$ cat config.mk
export PLATFORM = sky130hd
export DESIGN_NAME = memSubsystem
export DESIGN_NICKNAME = d
export VERILOG_FILES = /design/src/memPkg.sv /design/src/reqLatch.sv /design/src/memCtrl.sv /design/src/ramPins.sv /design/src/readCapture.sv /design/src/memSubsystem.sv
export SDC_FILE = /design/constraint.sdc
export NUM_CORES = 1
export LEC_CHECK = 0
export BUFFER_PORTS_ARGS = -buffer_cell sky130_fd_sc_hd__clkbuf_2
export CAP_MARGIN = 20
export CORE_ASPECT_RATIO = 1.75
export CORE_MARGIN = 2
export CORE_UTILIZATION = 50
export CTS_BUF_LIST = sky130_fd_sc_hd__clkbuf_8 sky130_fd_sc_hd__clkbuf_16
export DETAILED_ROUTE_END_ITERATION = 10
export GPL_ROUTABILITY_DRIVEN = 1
export PLACE_DENSITY = 0.85
export SETUP_SLACK_MARGIN = 0.2
export SLEW_MARGIN = 10
export SYNTH_ARGS = -nofsm -noshare
export SYNTH_HDL_FRONTEND = slang
export SYNTH_SLANG_ARGS = --single-unit
export TNS_END_PERCENT = 10
$ cat constraint.sdc
create_clock -name clk -period 5.1 [get_ports clk]
set_input_delay 1.02 -clock clk [delete_from_list [all_inputs] [get_ports clk]]
set_output_delay 1.02 -clock clk [all_outputs]
set_load 0.02 [all_outputs]
$ cat src/memPkg.sv
package memPkg;

	// SRAM geometry
	localparam int AddrWidth = 18;
	localparam int DataWidth = 16;

	// Cycles spent in each access phase, 1 through 8 are valid
	localparam int PhaseTicks = 2;
	localparam int PhaseCntWidth = 3;

	typedef logic [AddrWidth-1:0] memAddrT;
	typedef logic [DataWidth-1:0] memDataT;
	typedef logic [PhaseCntWidth-1:0] phaseCntT;

	// Three phases per access, read and write paths kept apart
	typedef enum logic [2:0] {
		idle,
		readSetup,
		readEnable,
		readSample,
		writeSetup,
		writePulse,
		writeRelease
	} ctrlStateT;

	typedef enum logic {
		grantExe,
		grantFetch
	} grantT;

endpackage

$ cat src/reqLatch.sv
`timescale 1ns/1ps

module reqLatch (
	input  logic             clk,
	input  logic             rst,
	input  logic             fetchReq,
	input  memPkg::memAddrT  fetchAddr,
	input  logic             exeReq,
	input  logic             exeWrite,
	input  memPkg::memAddrT  exeAddr,
	input  memPkg::memDataT  exeWdata,
	input  logic             accept,
	input  memPkg::grantT    grant,
	output logic             fetchPending,
	output logic             exePending,
	output logic             exeWriteHeld,
	output memPkg::memAddrT  selAddr,
	output memPkg::memDataT  selWdata
);
	import memPkg::*;

	memAddrT fetchAddrHeld;
	memAddrT exeAddrHeld;
	memDataT exeWdataHeld;
	logic fetchAccept;
	logic exeAccept;

	assign fetchAccept = accept && (grant == grantFetch);
	assign exeAccept = accept && (grant == grantExe);

	// One entry per port, the write flag clears together with its entry
	always_ff @(posedge clk or negedge rst) begin
		if (!rst) begin
			fetchPending <= 1'b0;
			exePending <= 1'b0;
			exeWriteHeld <= 1'b0;
		end else begin
			if (fetchAccept) begin
				fetchPending <= 1'b0;
			end
			if (fetchReq) begin
				fetchPending <= 1'b1;
			end
			if (exeAccept) begin
				exePending <= 1'b0;
				exeWriteHeld <= 1'b0;
			end
			if (exeReq) begin
				exePending <= 1'b1;
				exeWriteHeld <= exeWrite;
			end
		end
	end

	// Request payload, only valid in the strobe cycle
	always_ff @(posedge clk) begin
		if (fetchReq) begin
			fetchAddrHeld <= fetchAddr;
		end
		if (exeReq) begin
			exeAddrHeld <= exeAddr;
			exeWdataHeld <= exeWdata;
		end
	end

	assign selAddr = (grant == grantExe) ? exeAddrHeld : fetchAddrHeld;
	assign selWdata = exeWdataHeld;

	//////////////////////////////////////////////////
	// Requester rules

	noExeReqWhilePending: assert property (@(posedge clk) disable iff (!rst)
		exeReq |-> !exePending)
		else $error("execute request while previous one still pending");

	noFetchReqWhilePending: assert property (@(posedge clk) disable iff (!rst)
		fetchReq |-> !fetchPending)
		else $error("fetch request while previous one still pending");

	// A fetch is only served with no execute write waiting
	fetchNeverWrites: assert property (@(posedge clk) disable iff (!rst)
		fetchAccept |-> !exeWriteHeld)
		else $error("fetch granted while an execute write is held");

endmodule

$ cat src/memCtrl.sv
`timescale 1ns/1ps

module memCtrl (
	input  logic               clk,
	input  logic               rst,
	input  logic               fetchPending,
	input  logic               exePending,
	input  logic               exeWriteHeld,
	output memPkg::ctrlStateT  state,
	output memPkg::grantT      grant,
	output logic               accept,
	output logic               phaseEnd
);
	import memPkg::*;

	ctrlStateT nextState;
	grantT arbGrant;
	grantT grantHeld;
	phaseCntT phaseCnt;

	// Execute port wins over fetch
	assign arbGrant = exePending ? grantExe : grantFetch;
	assign accept = (state == idle) && (exePending || fetchPending);

	// Live arbitration in idle, frozen for the rest of the access
	assign grant = (state == idle) ? arbGrant : grantHeld;

	assign phaseEnd = (state != idle) && (phaseCnt == phaseCntT'(PhaseTicks - 1));

	//////////////////////////////////////////////////
	// Phase pacing

	always_ff @(posedge clk or negedge rst) begin
		if (!rst) begin
			phaseCnt <= '0;
		end else if (state == idle || phaseEnd) begin
			phaseCnt <= '0;
		end else begin
			phaseCnt <= phaseCnt + 1'b1;
		end
	end

	always_ff @(posedge clk or negedge rst) begin
		if (!rst) begin
			grantHeld <= grantExe;
		end else if (accept) begin
			grantHeld <= arbGrant;
		end
	end

	//////////////////////////////////////////////////
	// Access sequencing

	always_ff @(posedge clk or negedge rst) begin
		if (!rst) begin
			state <= idle;
		end else begin
			state <= nextState;
		end
	end

	always_comb begin
		nextState = state;
		case (state)
			idle: begin
				if (accept) begin
					if (arbGrant == grantExe && exeWriteHeld) begin
						nextState = writeSetup;
					end else begin
						nextState = readSetup;
					end
				end
			end
			// Phases only advance on the last tick
			readSetup: if (phaseEnd) nextState = readEnable;
			readEnable: if (phaseEnd) nextState = readSample;
			readSample: if (phaseEnd) nextState = idle;
			writeSetup: if (phaseEnd) nextState = writePulse;
			writePulse: if (phaseEnd) nextState = writeRelease;
			writeRelease: if (phaseEnd) nextState = idle;
			default: nextState = idle;
		endcase
	end

	// Three phases of PhaseTicks each, then back in idle
	accessLength: assert property (@(posedge clk) disable iff (!rst)
		accept |-> ##(3 * PhaseTicks) (state != idle) ##1 (state == idle))
		else $error("access did not last three phases");

endmodule

$ cat src/ramPins.sv
`timescale 1ns/1ps

module ramPins (
	input  logic               clk,
	input  logic               rst,
	input  memPkg::ctrlStateT  state,
	input  logic               accept,
	input  memPkg::memAddrT    selAddr,
	input  memPkg::memDataT    selWdata,
	output memPkg::memAddrT    ramAddr,
	output logic               ramEn,
	output logic               ramOe,
	output logic               ramWe,
	output memPkg::memDataT    ramWdata,
	output logic               ramDrive
);
	import memPkg::*;

	logic isWrite;

	assign isWrite = (state == writeSetup) || (state == writePulse) ||
		(state == writeRelease);

	// Address and data stay put for the whole access
	always_ff @(posedge clk) begin
		if (accept) begin
			ramAddr <= selAddr;
			ramWdata <= selWdata;
		end
	end

	//////////////////////////////////////////////////
	// Control pins, active low, one cycle behind state

	always_ff @(posedge clk or negedge rst) begin
		if (!rst) begin
			ramEn <= 1'b1;
			ramOe <= 1'b1;
			ramWe <= 1'b1;
			ramDrive <= 1'b0;
		end else begin
			ramEn <= (state == idle);
			ramOe <= !((state == readEnable) || (state == readSample));
			// Write strobe sits inside setup and release
			ramWe <= (state != writePulse);
			ramDrive <= isWrite;
		end
	end

	// Chip must never see output and write enable together
	noOeWeOverlap: assert property (@(posedge clk) disable iff (!rst)
		!(!ramOe && !ramWe))
		else $error("ramOe and ramWe both low");

endmodule

$ cat src/readCapture.sv
`timescale 1ns/1ps

module readCapture (
	input  logic               clk,
	input  logic               rst,
	input  memPkg::ctrlStateT  state,
	input  memPkg::grantT      grant,
	input  logic               phaseEnd,
	input  memPkg::memDataT    ramRdata,
	output logic               fetchDone,
	output logic               exeDone,
	output memPkg::memDataT    fetchData,
	output memPkg::memDataT    exeRdata
);
	import memPkg::*;

	logic readDone;
	logic writeDone;
	logic accessDone;

	assign readDone = phaseEnd && (state == readSample);
	assign writeDone = phaseEnd && (state == writeRelease);
	assign accessDone = readDone || writeDone;

	// Separate result registers per port
	always_ff @(posedge clk) begin
		if (readDone && grant == grantExe) begin
			exeRdata <= ramRdata;
		end
		if (readDone && grant == grantFetch) begin
			fetchData <= ramRdata;
		end
	end

	// Done strobes, one cycle each
	always_ff @(posedge clk or negedge rst) begin
		if (!rst) begin
			fetchDone <= 1'b0;
			exeDone <= 1'b0;
		end else begin
			fetchDone <= accessDone && (grant == grantFetch);
			exeDone <= accessDone && (grant == grantExe);
		end
	end

endmodule

$ cat src/memSubsystem.sv
`timescale 1ns/1ps

module memSubsystem (
	input  logic             clk,
	input  logic             rst,
	// Fetch port
	input  logic             fetchReq,
	input  memPkg::memAddrT  fetchAddr,
	output logic             fetchDone,
	output memPkg::memDataT  fetchData,
	// Execute port
	input  logic             exeReq,
	input  logic             exeWrite,
	input  memPkg::memAddrT  exeAddr,
	input  memPkg::memDataT  exeWdata,
	output logic             exeDone,
	output memPkg::memDataT  exeRdata,
	// SRAM pins, data pad split for the board wrapper
	output memPkg::memAddrT  ramAddr,
	output logic             ramEn,
	output logic             ramOe,
	output logic             ramWe,
	output memPkg::memDataT  ramWdata,
	output logic             ramDrive,
	input  memPkg::memDataT  ramRdata
);
	import memPkg::*;

	logic fetchPending;
	logic exePending;
	logic exeWriteHeld;
	logic accept;
	logic phaseEnd;
	grantT grant;
	ctrlStateT state;
	memAddrT selAddr;
	memDataT selWdata;

	reqLatch reqLatch_i (
		.clk(clk), .rst(rst),
		.fetchReq(fetchReq), .fetchAddr(fetchAddr),
		.exeReq(exeReq), .exeWrite(exeWrite), .exeAddr(exeAddr), .exeWdata(exeWdata),
		.accept(accept), .grant(grant),
		.fetchPending(fetchPending), .exePending(exePending), .exeWriteHeld(exeWriteHeld),
		.selAddr(selAddr), .selWdata(selWdata)
	);

	memCtrl memCtrl_i (
		.clk(clk), .rst(rst),
		.fetchPending(fetchPending), .exePending(exePending), .exeWriteHeld(exeWriteHeld),
		.state(state), .grant(grant), .accept(accept), .phaseEnd(phaseEnd)
	);

	ramPins ramPins_i (
		.clk(clk), .rst(rst),
		.state(state), .accept(accept), .selAddr(selAddr), .selWdata(selWdata),
		.ramAddr(ramAddr), .ramEn(ramEn), .ramOe(ramOe), .ramWe(ramWe),
		.ramWdata(ramWdata), .ramDrive(ramDrive)
	);

	readCapture readCapture_i (
		.clk(clk), .rst(rst),
		.state(state), .grant(grant), .phaseEnd(phaseEnd), .ramRdata(ramRdata),
		.fetchDone(fetchDone), .exeDone(exeDone), .fetchData(fetchData), .exeRdata(exeRdata)
	);

endmodule

; Yosys cells after proc, flatten, opt, wreduce, memory -nomap -nowiden
; Cells that the tools add are included.
[word_totals]
ff_bits = 134
input_bits = 73
output_inout_bits = 72
elab_cells = 76
[op_classes]
addsub = 1
n_eq_ne = 14
n_mux = 17
bitwise_logic = 1
reduce_logical = 24
[ops]
columns = operator, n
row1 = $mux 3, 8
row2 = $mux 18, 1
row3 = $pmux 3 s6, 1
row4 = $logic_and 1x1->1, 11
row5 = $ne 2x1->1 const B, 5
row6 = $eq 3x3->1 const B, 3
row7 = $mux 1, 7
row8 = $eq 3x1->1 const B, 2
row9 = $eq 3x2->1 const B, 2
row10 = $logic_or 1x1->1, 6
row11 = $reduce_and 6->1, 1
row12 = $reduce_bool 2->1, 2
row13 = $add 3x1->3 const B, 1
row14 = $logic_not 3->1, 1
row15 = $ne 3x3->1 const B, 1
row16 = $reduce_bool 3->1, 1
row17 = $ne 2x2->1 const B, 1
row18 = $reduce_or 2->1, 1
row19 = $logic_not 1->1, 1
row20 = $not 1->1, 1

; Depth between registers and ports, before layout
[depth]
word_depth = 6
depth_mapped = 6
ltp_nobuf = 5

; Hierarchy
; From an unflattened synthesis, not the netlist that was laid out.
[unflattened]
cells_unflattened = 202
hier_area_um2 = 4506.8
[by_module_without_submodules]
columns = mod, n_inst, cells_each, area_per_inst_um2, seq_area_each_um2
row1 = reqLatch, 1, 81, 1909.3, 1636.6
row2 = ramPins, 1, 42, 1159.9, 1124.8
row3 = readCapture, 1, 41, 1062.3, 1011.0
row4 = memCtrl, 1, 38, 375.4, 175.2

; Worst setup path after synthesis
; No wires, ideal clock.
[synth_timing]
kind = register to register
startpoint = register memCtrl_i.state[0]
endpoint = register ramPins_i.ramAddr[0] (enable)
setup_time_ns = 0.425
t_arrival_ns = 2.353
t_required_ns = 4.675
setup_slack_ns = 2.322
stages_incl_launch_ff = 4
n_path_buf = 1
synth_period_minus_slack_ns = 2.778
path_cell_list = dfrtp_1 > buf_6 > or3_4 > nor2_1
[synth_between]
elab_chain_len = 2
[synth_rtl]
columns = element, line
row1 = start: declaration, memCtrl.sv:9  ; output memPkg::ctrlStateT state,
row2 = start signal: assignment, memCtrl.sv:56  ; state <= idle;
row3 = start signal: assignment, memCtrl.sv:58  ; state <= nextState;
row4 = $logic_not 3->1, memCtrl.sv:23  ; assign accept = (state == idle) && (exePending || fetchPending);
row5 = $logic_and 1x1->1, memCtrl.sv:23
row6 = via accept, memSubsystem.sv:32  ; logic accept;
row7 = end signal: assignment, ramPins.sv:27  ; ramAddr <= selAddr;
row8 = end: declaration, ramPins.sv:10  ; output memPkg::memAddrT ramAddr,
; The timed path passes the listed nets, and every way through them passes these cells.
; A chain may end at the register's enable or synchronous reset.

; Final worst setup path
[layout_timing]
startpoint = register memCtrl_i.state[1]
endpoint = register ramPins_i.ramAddr[0] (data pin)
[layout_between]
elab_chain_len = 3
[layout_rtl]
columns = element, line
row1 = $logic_not 3->1, memCtrl.sv:26  ; assign grant = (state == idle) ? arbGrant : grantHeld;
row2 = $mux 1, memCtrl.sv:26
row3 = $mux 18, reqLatch.sv:66  ; assign selAddr = (grant == grantExe) ? exeAddrHeld : fetchAddrHeld;
row4 = via ramPins_i.selAddr[0], ramPins.sv:8  ; input memPkg::memAddrT selAddr,
; The timed path passes the listed nets, and every way through them passes these cells.

==> results_dict.tcl <==
set metrics [dict create \
    result_of_the_run "completed" \
    grt_first_pass_wirelength_um 11400 \
    synth-warning-count 0 \
    mappedNetlistArea_sq_um 4510 \
    timing.hold.ws_ns 0.416 \
    setup.worst_path.class "reg -> reg" \
    preCtsSetupSlack_ns 2.93 \
    synthCells 200 \
    cts.htree.levels 4 \
    synth.net_count 275 \
    detailed_place.area_sq_um 5360 \
    p_int_mw 2.30 \
    cts_num_sinks 134 \
    fin_tns_setup_ns 0 \
    cp.required_ns 5.26 \
    fp.dieArea_sq_um 9830 \
    gr-total-overflow 0 \
    sw_frac_of_total 0.268 \
    worst_skew_pair.late_latency_ns 0.41 \
    critical-path-top-delay-family "compound AO/OA/AOI/OAI gates" \
    worstPathMaxFanout 18 \
    slew-limit-headroom 0.399 \
    dp_hpwl_um 5670 \
    post_cts_hold_buffer_count 0 \
    synth.ff_latch_count 134 \
    avgSynthCellArea_sq_um 22.6 \
    finClkSkew_ns 0.00747 \
    synth.largest_area_cell "sky130_fd_sc_hd__edfxtp_1" \
    dieHeight_um 130 \
    chipWidth_um 75.8 \
    clock.fmax_mhz 470 \
    boundaryPins 145 \
    min_path_type "reg -> reg" \
    post-route-period-util 0.417 \
    power-per-cell-area_nw_per_um2 533 \
    placement_rows 45 \
    global_route.usage.total 0.174 \
    cell_types_with_the_largest_area_share_after_synthesis "sky130_fd_sc_hd__edfxtp_1 (79%), sky130_fd_sc_hd__dfrtp_1 (7.2%), sky130_fd_sc_hd__mux2_4 (3.3%), sky130_fd_sc_hd__mux2_2 (2.0%), sky130_fd_sc_hd__dfstp_2 (1.7%)" \
    grt_antenna_before_repair 0 \
    report.final.slew_viol_count 0 \
    muxShareOfSynthArea 0.0554 \
    yosys.area.top_type_share 0.785 \
    post_synth_most_frequent_cells "sky130_fd_sc_hd__edfxtp_1 (118), sky130_fd_sc_hd__dfrtp_1 (13), sky130_fd_sc_hd__mux2_4 (10)" \
    clk_transition_reported_paths_ns 0.05 \
    postRouteWirelength_um 8050 \
    initial_utilization 0.517 \
    route.antenna.remaining_nets 0 \
    detailedRoute.firstIterationViolations 109 \
    cp_data_arrival_time_ns 2.28 \
    synth-edff-count 118 \
    drc 0 \
    synth-compound-area-share 0.0211 \
    startpoint_type "register" \
    drive_gt1_frac 0.532 \
    gp_congestion 0.751 \
    post_cts_resize_count 0 \
    fillers 589 \
    async_flop_share 0.119 \
    worst_slew_pin_slew_ns 0.900 \
    clkPwrFrac 0.337 \
    drt_pass_1_iters 4 \
    core-area_sq_um 8730 \
    synth.lib_cells_used.distinct 32 \
    critical-path-max-stage-delay_ns 0.58 \
    basic_gate_share_of_the_synthesized_area_counting_and_or_nand_and_nor_cells 0.0241 \
    report.final.hold_viol_count 0 \
    power.switching_mw 0.841 \
    area_added_between_synthesis_and_finish_pct 30.6 \
    fin_crit_ns 2.13 \
    synth_top_family_by_area "multiplexers" \
    timing.critical_path.cells "or3_4, clkinv_2, o21ai_4, mux2_2" \
    clock_tree.buffer_depth 2 \
    number_of_vias_after_detailed_routing 2351 \
    power_leakage_nw 2.41 \
    cts_tree "yes" \
    cts-root-buf "sky130_fd_sc_hd__clkbuf_16" \
    critPathCaptureType "register" \
    yosys.area_share.adder 0.00776 \
    via_per_inst 4.81 \
    tritoncts.num_buffers 17 \
    report.final.setup_viol 0 \
    grt_max_degree 38 \
    synth.yosys.seq_area_share 0.875 \
    worst-path-buf-inv 1 \
    rsz0062_at_grt "no" \
    antenna_cells_inserted 0 \
    post-cts-setup-buffer-count 0 \
    final_core_utilization 0.675 \
    avgRoutedWirePerCell_um 16.5 \
    power_frac_seq 0.475 \
    postLayoutCellArea_sq_um 5890 \
    vias_in_the_first_global_route 2321 \
    share_comb_of_total_power 0.188 \
    cp_slowest_cell "sky130_fd_sc_hd__o21ai_4" \
    worst_ir_drop_vdd_mv 0.320 \
    port_buffers 144 \
    drv.max_cap_violation_count 0 \
    synth_most_common_cell "sky130_fd_sc_hd__edfxtp_1" \
    synth_top_flop_cell "sky130_fd_sc_hd__edfxtp_1" \
    timing.final.ws_setup_ns 2.97 \
    finish.net_count 435 \
    post_synth_xor_area_fraction 0.00388 \
]
-- registers in the layout, indices dropped and copies added (netlist names) --
signal / count
reqLatch_i.exeAddrHeld: 18
readCapture_i.exeDone: 1
ramPins_i.ramWdata: 16
reqLatch_i.fetchAddrHeld: 18
ramPins_i.ramWe: 1
reqLatch_i.exeWriteHeld: 1
memCtrl_i.state: 3
ramPins_i.ramOe: 1
readCapture_i.fetchDone: 1
memCtrl_i.phaseCnt: 3
readCapture_i.exeRdata: 16
reqLatch_i.selWdata: 16
ramPins_i.ramAddr: 18
readCapture_i.fetchData: 16
memCtrl_i.grantHeld: 1
reqLatch_i.fetchPending: 1
ramPins_i.ramDrive: 1
reqLatch_i.exePending: 1
ramPins_i.ramEn: 1
-- layer usage --
metal / up-vias / track usage / share of wire
li1: 1093 / - / -
met1: 1126 / 0.174 / 0.33
met2: 104 / 0.277 / 0.56
met3: 28 / 0.0778 / 0.067
met4: 0 / 0.121 / 0.050
met5: - / 0 / 0
-- cells by family after synthesis --
logic type,after synthesis
flops,134
simple gates,20
mux,19
compound gates,14
buf+inv,8
fa+ha+maj,3
xor+xnor,2
-- through the flow --
step / total power [mW] / instances
after global placement: 2.07 / 458
final: 3.14 / 489
after CTS: 3.17 / 489
after detailed placement: 2.10 / 458
after global routing: 3.27 / 489
after floorplan: 1.93 / 200
-- layout by cell type (no fill, tap or decap), types with 5 or more instances in the layout --
master,n
sky130_fd_sc_hd__inv_1,6
sky130_fd_sc_hd__clkbuf_16,17
sky130_fd_sc_hd__edfxtp_1,118
sky130_fd_sc_hd__nor2_1,6
sky130_fd_sc_hd__mux2_4,10
sky130_fd_sc_hd__clkinv_2,5
sky130_fd_sc_hd__mux2_2,8
sky130_fd_sc_hd__clkbuf_2,144
sky130_fd_sc_hd__dfrtp_1,13
sky130_fd_sc_hd__o21ai_0,5
-- final timing paths --
kind,from,cells past startpoint,endpoint,slack [ns]
hold / removal,reqLatch_i.selWdata[13]$_DFFE_PP_,0,ramPins_i.ramWdata[13]$_DFFE_PP_,0.42
setup / recovery,memCtrl_i.state[1]$_DFFE_PN0P_,4,ramPins_i.ramAddr[0]$_DFFE_PP_,2.97
setup reg to reg,memCtrl_i.state[1]$_DFFE_PN0P_,4,ramPins_i.ramAddr[0]$_DFFE_PP_,2.97
max in group asynchronous,rst,1,ramPins_i.ramEn$_DFF_PN1_,4.24
hold reg to reg,reqLatch_i.selWdata[13]$_DFFE_PP_,0,ramPins_i.ramWdata[13]$_DFFE_PP_,0.42
min in group asynchronous,rst,1,readCapture_i.exeDone$_DFF_PN0_,0.53
-- power by group through the flow --
stage	Combinational, mW	Sequential (mW)	Clock, mW
after floorplan	0.336	1.60	0
after global placement	0.573	1.50	0
after detailed placement	0.593	1.51	0
after CTS	0.594	1.49	1.08
after global routing	0.637	1.51	1.12
final	0.590	1.49	1.06
-- area by class of cell --
| class | count | area (sq um) | share of cell area |
|---|---|---|---|
| Clock buffer | 17 | 425 | 0.0722 |
| Inverter | 5 | 20.0 | 0.00340 |
| Sequential cell | 134 | 3950 | 0.670 |
| Tap cell | 117 | 146 | 0.0248 |
| Multi-Input combinational cell | 58 | 537 | 0.0911 |
| Timing Repair Buffer | 144 | 721 | 0.122 |
| Clock inverter | 14 | 96.3 | 0.0163 |
-- worst reg2reg max path, cell delays in order, from the launching register on --
cell,delay [ns]
sky130_fd_sc_hd__dfrtp_1,0.52
sky130_fd_sc_hd__or3_4,0.23
sky130_fd_sc_hd__clkinv_2,0.12
sky130_fd_sc_hd__o21ai_4,0.58
sky130_fd_sc_hd__mux2_2,0.42
No activity file was read; power rests on OpenSTA's default activity.
